$ cat src/pool_pkg.sv
// ================================================
// Shared widths, types and the job configuration
// for the max-pooling core. Imported by every block
// ================================================
`default_nettype none

package pool_pkg;

    // ================================================
    // Widths
    // ================================================
    localparam int IDX_WIDTH    = 16;
    localparam int ACT_WIDTH    = 8;
    localparam int LANES        = 4;
    localparam int SRAM_WIDTH   = 64;
    localparam int MAP_POINTS   = 8;
    localparam int MAP_WORDS    = 2;
    // Map indices carried by one SRAM word
    localparam int IDX_PER_WORD = SRAM_WIDTH / IDX_WIDTH;

    // ================================================
    // Types
    // ================================================
    typedef logic [IDX_WIDTH-1:0]  idx_t;
    typedef logic [ACT_WIDTH-1:0]  act_t;
    typedef act_t [LANES-1:0]      lane_vec_t;
    typedef logic [SRAM_WIDTH-1:0] sram_word_t;
    // Entry 0 sits in the low bits of map word 0
    typedef idx_t [MAP_POINTS-1:0] map_arr_t;
    typedef logic [3:0]            kpt_t;
    typedef logic [7:0]            grp_t;

    typedef struct packed {
        kpt_t k;            // neighbors pooled, 1 to MAP_POINTS
        grp_t chn_grp;      // lane groups per point
        idx_t nip;          // output points
        idx_t map_rd_base;
        idx_t ofm_rd_base;
        idx_t ofm_wr_base;
    } pool_cfg_t;

    typedef enum logic [1:0] {
        IDLE,
        MAP_IN,
        DRAIN
    } pool_state_e;

endpackage

`default_nettype wire

$ cat src/pool_loop_counter.sv
// ================================================
// Wrapping loop counter with a runtime maximum.
// Chain instances through wrap for nested loops
// ================================================
`timescale 1ns/1ns
`default_nettype none

module pool_loop_counter #(
    parameter int WIDTH = 8
) (
    input  logic             clk,
    input  logic             rst_n,
    input  logic             clear,
    input  logic             inc,
    input  logic [WIDTH-1:0] max,
    output logic [WIDTH-1:0] count,
    output logic             wrap
);

    // Last iteration of this loop level
    assign wrap = (count == max);

    always_ff @(posedge clk or negedge rst_n) begin
        if (!rst_n) begin
            count <= '0;
        end else if (clear) begin
            count <= '0;
        end else if (inc) begin
            count <= wrap ? '0 : count + 1'b1;
        end
    end

    // Max is held for a whole job, so the count must stay in range
    a_count_in_range: assert property (
        @(posedge clk) disable iff (!rst_n)
        !clear |-> (count <= max)
    );

endmodule

`default_nettype wire

$ cat src/pool_ctrl_fsm.sv
// ================================================
// Job FSM. Takes one configuration, holds it for
// the job and waits for fetch and write-back to end
// ================================================
`timescale 1ns/1ns
`default_nettype none

module pool_ctrl_fsm import pool_pkg::*; (
    input  logic      clk,
    input  logic      rst_n,
    input  pool_cfg_t cfg,
    input  logic      cfg_valid,
    output logic      cfg_ready,
    input  logic      fetch_done,
    input  logic      job_done,
    output pool_cfg_t job_cfg,
    output logic      busy
);

    pool_state_e state_q;

    assign cfg_ready = (state_q == IDLE);
    assign busy      = (state_q != IDLE);

    always_ff @(posedge clk or negedge rst_n) begin
        if (!rst_n) begin
            state_q <= IDLE;
        end else begin
            case (state_q)
                IDLE:    if (cfg_valid) state_q <= MAP_IN;
                // All map addresses sent, only feature traffic left
                MAP_IN:  if (fetch_done) state_q <= DRAIN;
                DRAIN:   if (job_done) state_q <= IDLE;
                default: state_q <= IDLE;
            endcase
        end
    end

    // New configurations are only taken in IDLE
    always_ff @(posedge clk) begin
        if (cfg_valid && cfg_ready) begin
            job_cfg <= cfg;
        end
    end

    // The last write can only follow a started job
    a_no_done_in_idle: assert property (
        @(posedge clk) disable iff (!rst_n)
        job_done |-> (state_q != IDLE)
    );

endmodule

`default_nettype wire

$ cat src/map_fetch.sv
// ================================================
// Map fetch. Reads MAP_WORDS words per point and
// packs them into one map, single buffered
// ================================================
`timescale 1ns/1ns
`default_nettype none

module map_fetch import pool_pkg::*; (
    input  logic       clk,
    input  logic       rst_n,
    input  pool_cfg_t  job_cfg,
    input  logic       busy,
    output idx_t       map_rd_addr,
    output logic       map_rd_addr_valid,
    input  logic       map_rd_addr_ready,
    input  sram_word_t map_rd_dat,
    input  logic       map_rd_dat_valid,
    output logic       map_rd_dat_ready,
    output map_arr_t   map_arr,
    output logic       map_valid,
    input  logic       map_ready,
    output logic       fetch_done
);

    localparam int WORD_W = $clog2(MAP_WORDS);

    idx_t              pt_cnt;
    logic              pt_wrap;
    logic [WORD_W-1:0] wd_cnt;
    logic              wd_wrap;
    logic [WORD_W-1:0] fill_cnt;
    logic              map_full;
    logic              addr_hold;
    logic              addr_done;
    logic              addr_hs;
    logic              dat_hs;
    logic              map_hs;

    // ================================================
    // Address side
    // ================================================
    assign addr_hs    = map_rd_addr_valid && map_rd_addr_ready;
    assign fetch_done = addr_hs && pt_wrap && wd_wrap;

    assign map_rd_addr_valid = busy && !addr_hold && !addr_done;
    assign map_rd_addr = job_cfg.map_rd_base + idx_t'(pt_cnt * MAP_WORDS) + idx_t'(wd_cnt);

    pool_loop_counter #(.WIDTH(WORD_W)) word_cnt_i (
        .clk   (clk),
        .rst_n (rst_n),
        .clear (!busy),
        .inc   (addr_hs),
        .max   (WORD_W'(MAP_WORDS - 1)),
        .count (wd_cnt),
        .wrap  (wd_wrap)
    );

    pool_loop_counter #(.WIDTH(IDX_WIDTH)) point_cnt_i (
        .clk   (clk),
        .rst_n (rst_n),
        .clear (!busy),
        .inc   (addr_hs && wd_wrap),
        .max   (job_cfg.nip - 1'b1),
        .count (pt_cnt),
        .wrap  (pt_wrap)
    );

    // Stop after a whole point until the map is taken
    always_ff @(posedge clk or negedge rst_n) begin
        if (!rst_n) begin
            addr_hold <= 1'b0;
            addr_done <= 1'b0;
        end else if (!busy) begin
            addr_hold <= 1'b0;
            addr_done <= 1'b0;
        end else begin
            if (addr_hs && wd_wrap) begin
                addr_hold <= 1'b1;
            end else if (map_hs) begin
                addr_hold <= 1'b0;
            end
            if (fetch_done) begin
                addr_done <= 1'b1;
            end
        end
    end

    // ================================================
    // Data side
    // ================================================
    assign dat_hs           = map_rd_dat_valid && map_rd_dat_ready;
    assign map_hs           = map_valid && map_ready;
    assign map_rd_dat_ready = busy && !map_full;
    assign map_valid        = map_full;

    always_ff @(posedge clk or negedge rst_n) begin
        if (!rst_n) begin
            fill_cnt <= '0;
            map_full <= 1'b0;
        end else if (!busy) begin
            fill_cnt <= '0;
            map_full <= 1'b0;
        end else if (dat_hs) begin
            if (fill_cnt == WORD_W'(MAP_WORDS - 1)) begin
                fill_cnt <= '0;
                map_full <= 1'b1;
            end else begin
                fill_cnt <= fill_cnt + 1'b1;
            end
        end else if (map_hs) begin
            map_full <= 1'b0;
        end
    end

    // Words fill the map in arrival order
    always_ff @(posedge clk) begin
        if (dat_hs) begin
            map_arr[fill_cnt * IDX_PER_WORD +: IDX_PER_WORD] <= map_rd_dat;
        end
    end

    // Next point is only requested once the map is free
    a_no_word_while_full: assert property (
        @(posedge clk) disable iff (!rst_n)
        map_rd_dat_valid |-> !map_full
    );

endmodule

`default_nettype wire

$ cat src/ofm_gather.sv
// ================================================
// Feature gather. Walks groups (outer) and the
// first k neighbors (inner) of the current map
// ================================================
`timescale 1ns/1ns
`default_nettype none

module ofm_gather import pool_pkg::*; (
    input  logic      clk,
    input  logic      rst_n,
    input  pool_cfg_t job_cfg,
    input  logic      busy,
    input  map_arr_t  map_arr,
    input  logic      map_valid,
    output logic      map_ready,
    output idx_t      ofm_rd_addr,
    output logic      ofm_rd_addr_valid,
    input  logic      ofm_rd_addr_ready
);

    localparam int SLOT_W = $clog2(MAP_POINTS);

    kpt_t nb_cnt;
    logic nb_wrap;
    grp_t grp_cnt;
    logic grp_wrap;
    idx_t nb_idx;
    logic addr_hs;

    assign ofm_rd_addr_valid = busy && map_valid;
    assign addr_hs           = ofm_rd_addr_valid && ofm_rd_addr_ready;

    // Last address of the point releases the map
    assign map_ready = addr_hs && nb_wrap && grp_wrap;

    // ================================================
    // Loop counters
    // ================================================
    pool_loop_counter #(.WIDTH($bits(kpt_t))) nb_cnt_i (
        .clk   (clk),
        .rst_n (rst_n),
        .clear (!busy),
        .inc   (addr_hs),
        .max   (job_cfg.k - 1'b1),
        .count (nb_cnt),
        .wrap  (nb_wrap)
    );

    pool_loop_counter #(.WIDTH($bits(grp_t))) grp_cnt_i (
        .clk   (clk),
        .rst_n (rst_n),
        .clear (!busy),
        .inc   (addr_hs && nb_wrap),
        .max   (job_cfg.chn_grp - 1'b1),
        .count (grp_cnt),
        .wrap  (grp_wrap)
    );

    // ================================================
    // Address
    // ================================================
    // Neighbor point index from the map, k never exceeds the slots
    assign nb_idx = map_arr[nb_cnt[SLOT_W-1:0]];

    // Each point owns chn_grp consecutive feature words
    assign ofm_rd_addr = job_cfg.ofm_rd_base
                       + idx_t'(job_cfg.chn_grp * nb_idx)
                       + idx_t'(grp_cnt);

endmodule

`default_nettype wire

$ cat src/max_reduce.sv
// ================================================
// Lane-wise max over k feature beats per group and
// write-back of one result word per group
// ================================================
`timescale 1ns/1ns
`default_nettype none

module max_reduce import pool_pkg::*; (
    input  logic      clk,
    input  logic      rst_n,
    input  pool_cfg_t job_cfg,
    input  logic      busy,
    input  lane_vec_t ofm_rd_dat,
    input  logic      ofm_rd_dat_valid,
    output logic      ofm_rd_dat_ready,
    output idx_t      ofm_wr_addr,
    output lane_vec_t ofm_wr_dat,
    output logic      ofm_wr_valid,
    input  logic      ofm_wr_ready,
    output logic      job_done
);

    kpt_t      beat_cnt;
    logic      beat_wrap;
    idx_t      res_cnt;
    logic      res_wrap;
    lane_vec_t acc;
    logic      rd_hs;
    logic      wr_hs;

    // Hold off data while a result is stuck at the output
    assign ofm_rd_dat_ready = busy && (!ofm_wr_valid || ofm_wr_ready);
    assign rd_hs            = ofm_rd_dat_valid && ofm_rd_dat_ready;
    assign wr_hs            = ofm_wr_valid && ofm_wr_ready;
    assign job_done         = wr_hs && res_wrap;

    pool_loop_counter #(.WIDTH($bits(kpt_t))) beat_cnt_i (
        .clk   (clk),
        .rst_n (rst_n),
        .clear (!busy),
        .inc   (rd_hs),
        .max   (job_cfg.k - 1'b1),
        .count (beat_cnt),
        .wrap  (beat_wrap)
    );

    pool_loop_counter #(.WIDTH(IDX_WIDTH)) res_cnt_i (
        .clk   (clk),
        .rst_n (rst_n),
        .clear (!busy),
        .inc   (wr_hs),
        .max   (idx_t'(job_cfg.nip * job_cfg.chn_grp - 1)),
        .count (res_cnt),
        .wrap  (res_wrap)
    );

    // First beat loads, later beats keep the unsigned max
    always_ff @(posedge clk) begin
        if (rd_hs) begin
            for (int i = 0; i < LANES; i++) begin
                if (beat_cnt == '0 || ofm_rd_dat[i] > acc[i]) begin
                    acc[i] <= ofm_rd_dat[i];
                end
            end
        end
    end

    always_ff @(posedge clk or negedge rst_n) begin
        if (!rst_n) begin
            ofm_wr_valid <= 1'b0;
        end else if (!busy) begin
            ofm_wr_valid <= 1'b0;
        end else if (rd_hs && beat_wrap) begin
            ofm_wr_valid <= 1'b1;
        end else if (wr_hs) begin
            ofm_wr_valid <= 1'b0;
        end
    end

    assign ofm_wr_dat  = acc;
    assign ofm_wr_addr = job_cfg.ofm_wr_base + res_cnt;

endmodule

`default_nettype wire

$ cat src/pool_core.sv
// ================================================
// Max-pooling core top level. Connects the job FSM,
// map fetch, feature gather and max reduction
// ================================================
`timescale 1ns/1ns
`default_nettype none

module pool_core import pool_pkg::*; (
    input  logic       clk,
    input  logic       rst_n,
    input  pool_cfg_t  cfg,
    input  logic       cfg_valid,
    output logic       cfg_ready,
    output idx_t       map_rd_addr,
    output logic       map_rd_addr_valid,
    input  logic       map_rd_addr_ready,
    input  sram_word_t map_rd_dat,
    input  logic       map_rd_dat_valid,
    output logic       map_rd_dat_ready,
    output idx_t       ofm_rd_addr,
    output logic       ofm_rd_addr_valid,
    input  logic       ofm_rd_addr_ready,
    input  lane_vec_t  ofm_rd_dat,
    input  logic       ofm_rd_dat_valid,
    output logic       ofm_rd_dat_ready,
    output idx_t       ofm_wr_addr,
    output lane_vec_t  ofm_wr_dat,
    output logic       ofm_wr_valid,
    input  logic       ofm_wr_ready
);

    pool_cfg_t job_cfg;
    logic      busy;
    logic      fetch_done;
    logic      job_done;
    map_arr_t  map_arr;
    logic      map_valid;
    logic      map_ready;

    pool_ctrl_fsm ctrl_i (
        .clk        (clk),
        .rst_n      (rst_n),
        .cfg        (cfg),
        .cfg_valid  (cfg_valid),
        .cfg_ready  (cfg_ready),
        .fetch_done (fetch_done),
        .job_done   (job_done),
        .job_cfg    (job_cfg),
        .busy       (busy)
    );

    map_fetch map_fetch_i (
        .clk               (clk),
        .rst_n             (rst_n),
        .job_cfg           (job_cfg),
        .busy              (busy),
        .map_rd_addr       (map_rd_addr),
        .map_rd_addr_valid (map_rd_addr_valid),
        .map_rd_addr_ready (map_rd_addr_ready),
        .map_rd_dat        (map_rd_dat),
        .map_rd_dat_valid  (map_rd_dat_valid),
        .map_rd_dat_ready  (map_rd_dat_ready),
        .map_arr           (map_arr),
        .map_valid         (map_valid),
        .map_ready         (map_ready),
        .fetch_done        (fetch_done)
    );

    ofm_gather gather_i (
        .clk               (clk),
        .rst_n             (rst_n),
        .job_cfg           (job_cfg),
        .busy              (busy),
        .map_arr           (map_arr),
        .map_valid         (map_valid),
        .map_ready         (map_ready),
        .ofm_rd_addr       (ofm_rd_addr),
        .ofm_rd_addr_valid (ofm_rd_addr_valid),
        .ofm_rd_addr_ready (ofm_rd_addr_ready)
    );

    max_reduce reduce_i (
        .clk              (clk),
        .rst_n            (rst_n),
        .job_cfg          (job_cfg),
        .busy             (busy),
        .ofm_rd_dat       (ofm_rd_dat),
        .ofm_rd_dat_valid (ofm_rd_dat_valid),
        .ofm_rd_dat_ready (ofm_rd_dat_ready),
        .ofm_wr_addr      (ofm_wr_addr),
        .ofm_wr_dat       (ofm_wr_dat),
        .ofm_wr_valid     (ofm_wr_valid),
        .ofm_wr_ready     (ofm_wr_ready),
        .job_done         (job_done)
    );

endmodule

`default_nettype wire

$ cat config.mk
export PLATFORM = sky130hd
export DESIGN_NAME = pool_core
export DESIGN_NICKNAME = d
export VERILOG_FILES = /design/src/pool_pkg.sv /design/src/pool_loop_counter.sv /design/src/pool_ctrl_fsm.sv /design/src/map_fetch.sv /design/src/ofm_gather.sv /design/src/max_reduce.sv /design/src/pool_core.sv
export SDC_FILE = /design/constraint.sdc
export NUM_CORES = 1
export LEC_CHECK = 0
export BUFFER_PORTS_ARGS = -buffer_cell sky130_fd_sc_hd__buf_2
export CAP_MARGIN = 10
export CORE_AREA = 2 2 250 252
export CTS_BUF_LIST = sky130_fd_sc_hd__clkbuf_4 sky130_fd_sc_hd__clkbuf_8 sky130_fd_sc_hd__clkbuf_16
export DETAILED_ROUTE_END_ITERATION = 8
export DIE_AREA = 0 0 252 254
export SYNTH_ARGS = -nofsm -noshare
export SYNTH_HDL_FRONTEND = slang
export SYNTH_SLANG_ARGS = --single-unit
$ cat constraint.sdc
create_clock -name clk -period 19.5 [get_ports clk]
set_input_delay 2.925 -clock clk [delete_from_list [all_inputs] [get_ports clk]]
set_output_delay 2.925 -clock clk [all_outputs]
set_load 0.02 [all_outputs]
==> impl_metrics.csv <==
group,metric,value,unit
route,firstDrtPassIters,5,
clocking,root_buffer,"clkbuf_16",
synth,synth-edff-count,236,
grt,grt_antenna_before_repair,7,
synth,ys_top_cells_by_area,"edfxtp_1 33%, fa_1 14%, ha_1 8.1%",
synth,avgSynthCellArea,11.03,µm²
floorplanning,dieArea,64010,µm²
route,routed_wl,52490,µm
synth,syn_area,21300,µm²
grt,grt_first_pass_wirelength,84270,µm
route,wire_per_inst,17.52,µm
synth,yosys.area.top_type,"edfxtp_1",
setup_path,r2r_slack,12.99,ns
setup_path,cpPeakStageDelay,0.58,ns
clocking,cts_tree,"done",
floorplanning,coreArea,61260,µm²
final_layout,fillers,5884,
timing,hold_violations,0,
floorplanning,pin_count,266,
flow_run,maxCapViolCount,0,
clocking,path_clk_slew,0.06,ns
min_path,min_from,"ctrl_i.state_q[1]",
clocking,clk_path_buf_depth,3,
route,antenna_left,0,
final_layout,final_common_cell,"buf_2",
clocking,insertion_delay,0.58,ns
setup_path,cp_num_buf_inv,4,
synth,ys_ff_latch,292,
floorplanning,placementRows,91,
synth,synth_ff_type,"edfxtp_1",
grt,grt_overflow_total,0,
setup_path,arrival,7.75,ns
route,remaining_drc_errors,0,
setup_path,criticalPathCategory,"reg -> out",
floorplanning,die_w,252,µm
placement,portBuffers,265,
clocking,holdBufCountCts,0,
final_layout,area_delta_synth_final,15.79,%
setup_path,reg2reg_from,"ctrl_i.job_cfg[68]",
clocking,ctsHtreeMaxLevel,2,
setup_path,crit_chain,"buf_4 > mux4_2 > mux2_2 > and2_1 > fa_1 > ha_1 > inv_1 > fa_1 > fa_1 > inv_1 > fa_1 > ha_1 > or2_2 > a21oi_1 > a21oi_1 > a211o_1 > a21o_1 > a21oi_1 > o21ai_0 > xnor3_1 > buf_2",
final_layout,drive_gt1_frac,0.1828,
final_layout,final_nets,2640,
synth,synth_cell_types,76,
timing,finalClockSkew,0.03988,ns
timing,slew_viol_final,0,
final_layout,multi_input_area,11740,µm²
clocking,numCtsBuffers,37,
floorplanning,start_util,0.3477,
synth,synth_warnings,0,
timing,holdWs,0.4789,ns
timing,min_period_over_period,0.5473,
grt,grt_max_degree,132,
grt,grt_usage,0.1658,
route,num_vias,14920,
outcome,status,"finished clean",
clocking,cts-resized-gates,0,
floorplanning,die_h,254,µm
synth,yosys.area.top_type_share,0.3328,
synth,syn_nets,2395,
setup_path,path_max_fanout,29,
synth,synthArstFlopShare,0.1918,
min_path,hold_path.class,"reg -> reg",
setup_path,startpoint,"gather_i.nb_cnt_i.count[0]",
timing,setup_tns,0,ns
setup_path,path_delay_family,"adder cells",
setup_path,crit_path_start_kind,"register",
timing,setup_viol,0,
timing,timing.fmax,0.09370,GHz
setup_path,crit_path_frequent_cell,"fa_1",
timing,rsz0062_at_grt,"false",
clocking,cts_setup_buffers,0,
clocking,cts_sinks,292,
timing,slew_headroom,0.2215,
placement,hpwl,38990,µm
synth,yosysSeqAreaShare,0.3986,
grt,grt_pass1_vias,15650,
setup_path,crit_required,16.57,ns
final_layout,regArea,8494,µm²
timing,period_minus_slack,10.67,ns
setup_path,critPathSlowestCell,"mux4_2",
route,routed_via_density,4.978,
route,first_iter_violations,859,
setup_path,worstSetupEndpointType,"output pin",
synth,synthCells,1931,
timing,worst_slew_pin_slew,1.168,ns
placement,gp_congestion,0.7881,
final_layout,layout_common_cells,"265 x buf_2, 236 x edfxtp_1, 204 x inv_1",
stage by stage:
step | cells | util | setup WS [ns] | cell area (µm²)
after floorplan | 1931 | - | 9.779 | 21300
after global placement | 2927 | 0.3823 | 9.447 | 23420
after detailed placement | 2927 | 0.3823 | 9.429 | 23420
after CTS | 2994 | 0.4024 | 8.768 | 24650
after global routing | 2995 | 0.4025 | 8.397 | 24650
final | 2997 | 0.4026 | 8.828 | 24660
layout make-up:
| cell class | count | share of cell area |
|---|---|---|
| Sequential cell | 292 | 0.3445 |
| Timing Repair Buffer | 278 | 0.05774 |
| Tap cell | 790 | 0.04008 |
| Clock buffer | 46 | 0.04054 |
| Multi-Input combinational cell | 1361 | 0.4760 |
| Antenna cell | 3 | 0.0003044 |
| Clock inverter | 21 | 0.009488 |
| Inverter | 206 | 0.03141 |
metal layers:
metal	GRT usage	wire length (µm)	share of wire	vias to the layer above
met5	0	63	0.0012	-
met2	0.2707	24240	0.46	375
met3	0.03862	3185	0.061	71
met1	0.2224	23840	0.45	7395
met4	0.04176	1163	0.022	10
li1	-	-	-	7069
final timing paths:
check	end	cells past startpoint
max in group asynchronous	map_fetch_i.fill_cnt	2
setup / recovery	ofm_rd_addr[15]	21
min in group asynchronous	map_fetch_i.fill_cnt	2
setup reg to reg	reduce_i.res_cnt_i.count[12]	15
hold / removal	ctrl_i.state_q[0]	1
hold reg to reg	ctrl_i.state_q[0]	1
sequential cells by signal (all words and copies together) (netlist names):
register	count
reduce_i.res_cnt_i.count	16
ctrl_i.job_cfg	76
reduce_i.beat_cnt_i.count	4
reduce_i.ofm_wr_valid	1
ctrl_i.state_q	2
map_fetch_i.word_cnt_i.count	1
map_fetch_i.point_cnt_i.count	16
map_fetch_i.fill_cnt	1
gather_i.nb_cnt_i.count	4
map_fetch_i.map_valid	1
gather_i.grp_cnt_i.count	8
reduce_i.ofm_wr_dat	32
map_fetch_i.map_arr	128
map_fetch_i.addr_done	1
map_fetch_i.addr_hold	1
logic make-up (layout without fill, tap and decap cells):
family / count (synthesis) / after routing / synth area share
AND/OR/NAND/NOR: 648 / 648 / 0.1585
adder cells (fa/ha/maj): 284 / 284 / 0.2183
AO/OA/AOI/OAI: 231 / 231 / 0.07097
multiplexers: 51 / 51 / 0.04124
buffers and inverters: 278 / 551 / 0.05070
flip-flops: 292 / 292 / 0.3986
XOR/XNOR: 147 / 147 / 0.06175
other: 0 / 3 / 0
Yosys cell counts, types with 3 or more instances:
| library cell | instances |
|---|---|
| nor4_1 | 10 |
| o2111ai_1 | 3 |
| nor2_1 | 63 |
| and3_1 | 29 |
| a211o_1 | 4 |
| mux2_2 | 14 |
| nand2_1 | 199 |
| o21ai_0 | 59 |
| inv_1 | 205 |
| xnor2_1 | 101 |
| nand3_1 | 45 |
| a311oi_1 | 5 |
| buf_1 | 9 |
| nor2b_1 | 93 |
| dfrtp_1 | 56 |
| a21oi_1 | 57 |
| a31oi_1 | 8 |
| o31ai_1 | 6 |
| nor3b_1 | 7 |
| clkbuf_1 | 48 |
| a211oi_1 | 9 |
| edfxtp_1 | 236 |
| mux4_2 | 28 |
| a21o_1 | 22 |
| nor3_1 | 22 |
| nand4_1 | 9 |
| nand2b_1 | 22 |
| buf_2 | 11 |
| or2_2 | 6 |
| or3_1 | 12 |
| ha_1 | 138 |
| nand3b_1 | 6 |
| and2_1 | 110 |
| fa_1 | 146 |
| o211ai_1 | 10 |
| mux2i_1 | 9 |
| o21bai_1 | 3 |
| o21a_1 | 19 |
| xor2_1 | 44 |
Power is not shown: default switching activity piles up to over one toggle a cycle in this logic, so the estimate is an artifact.
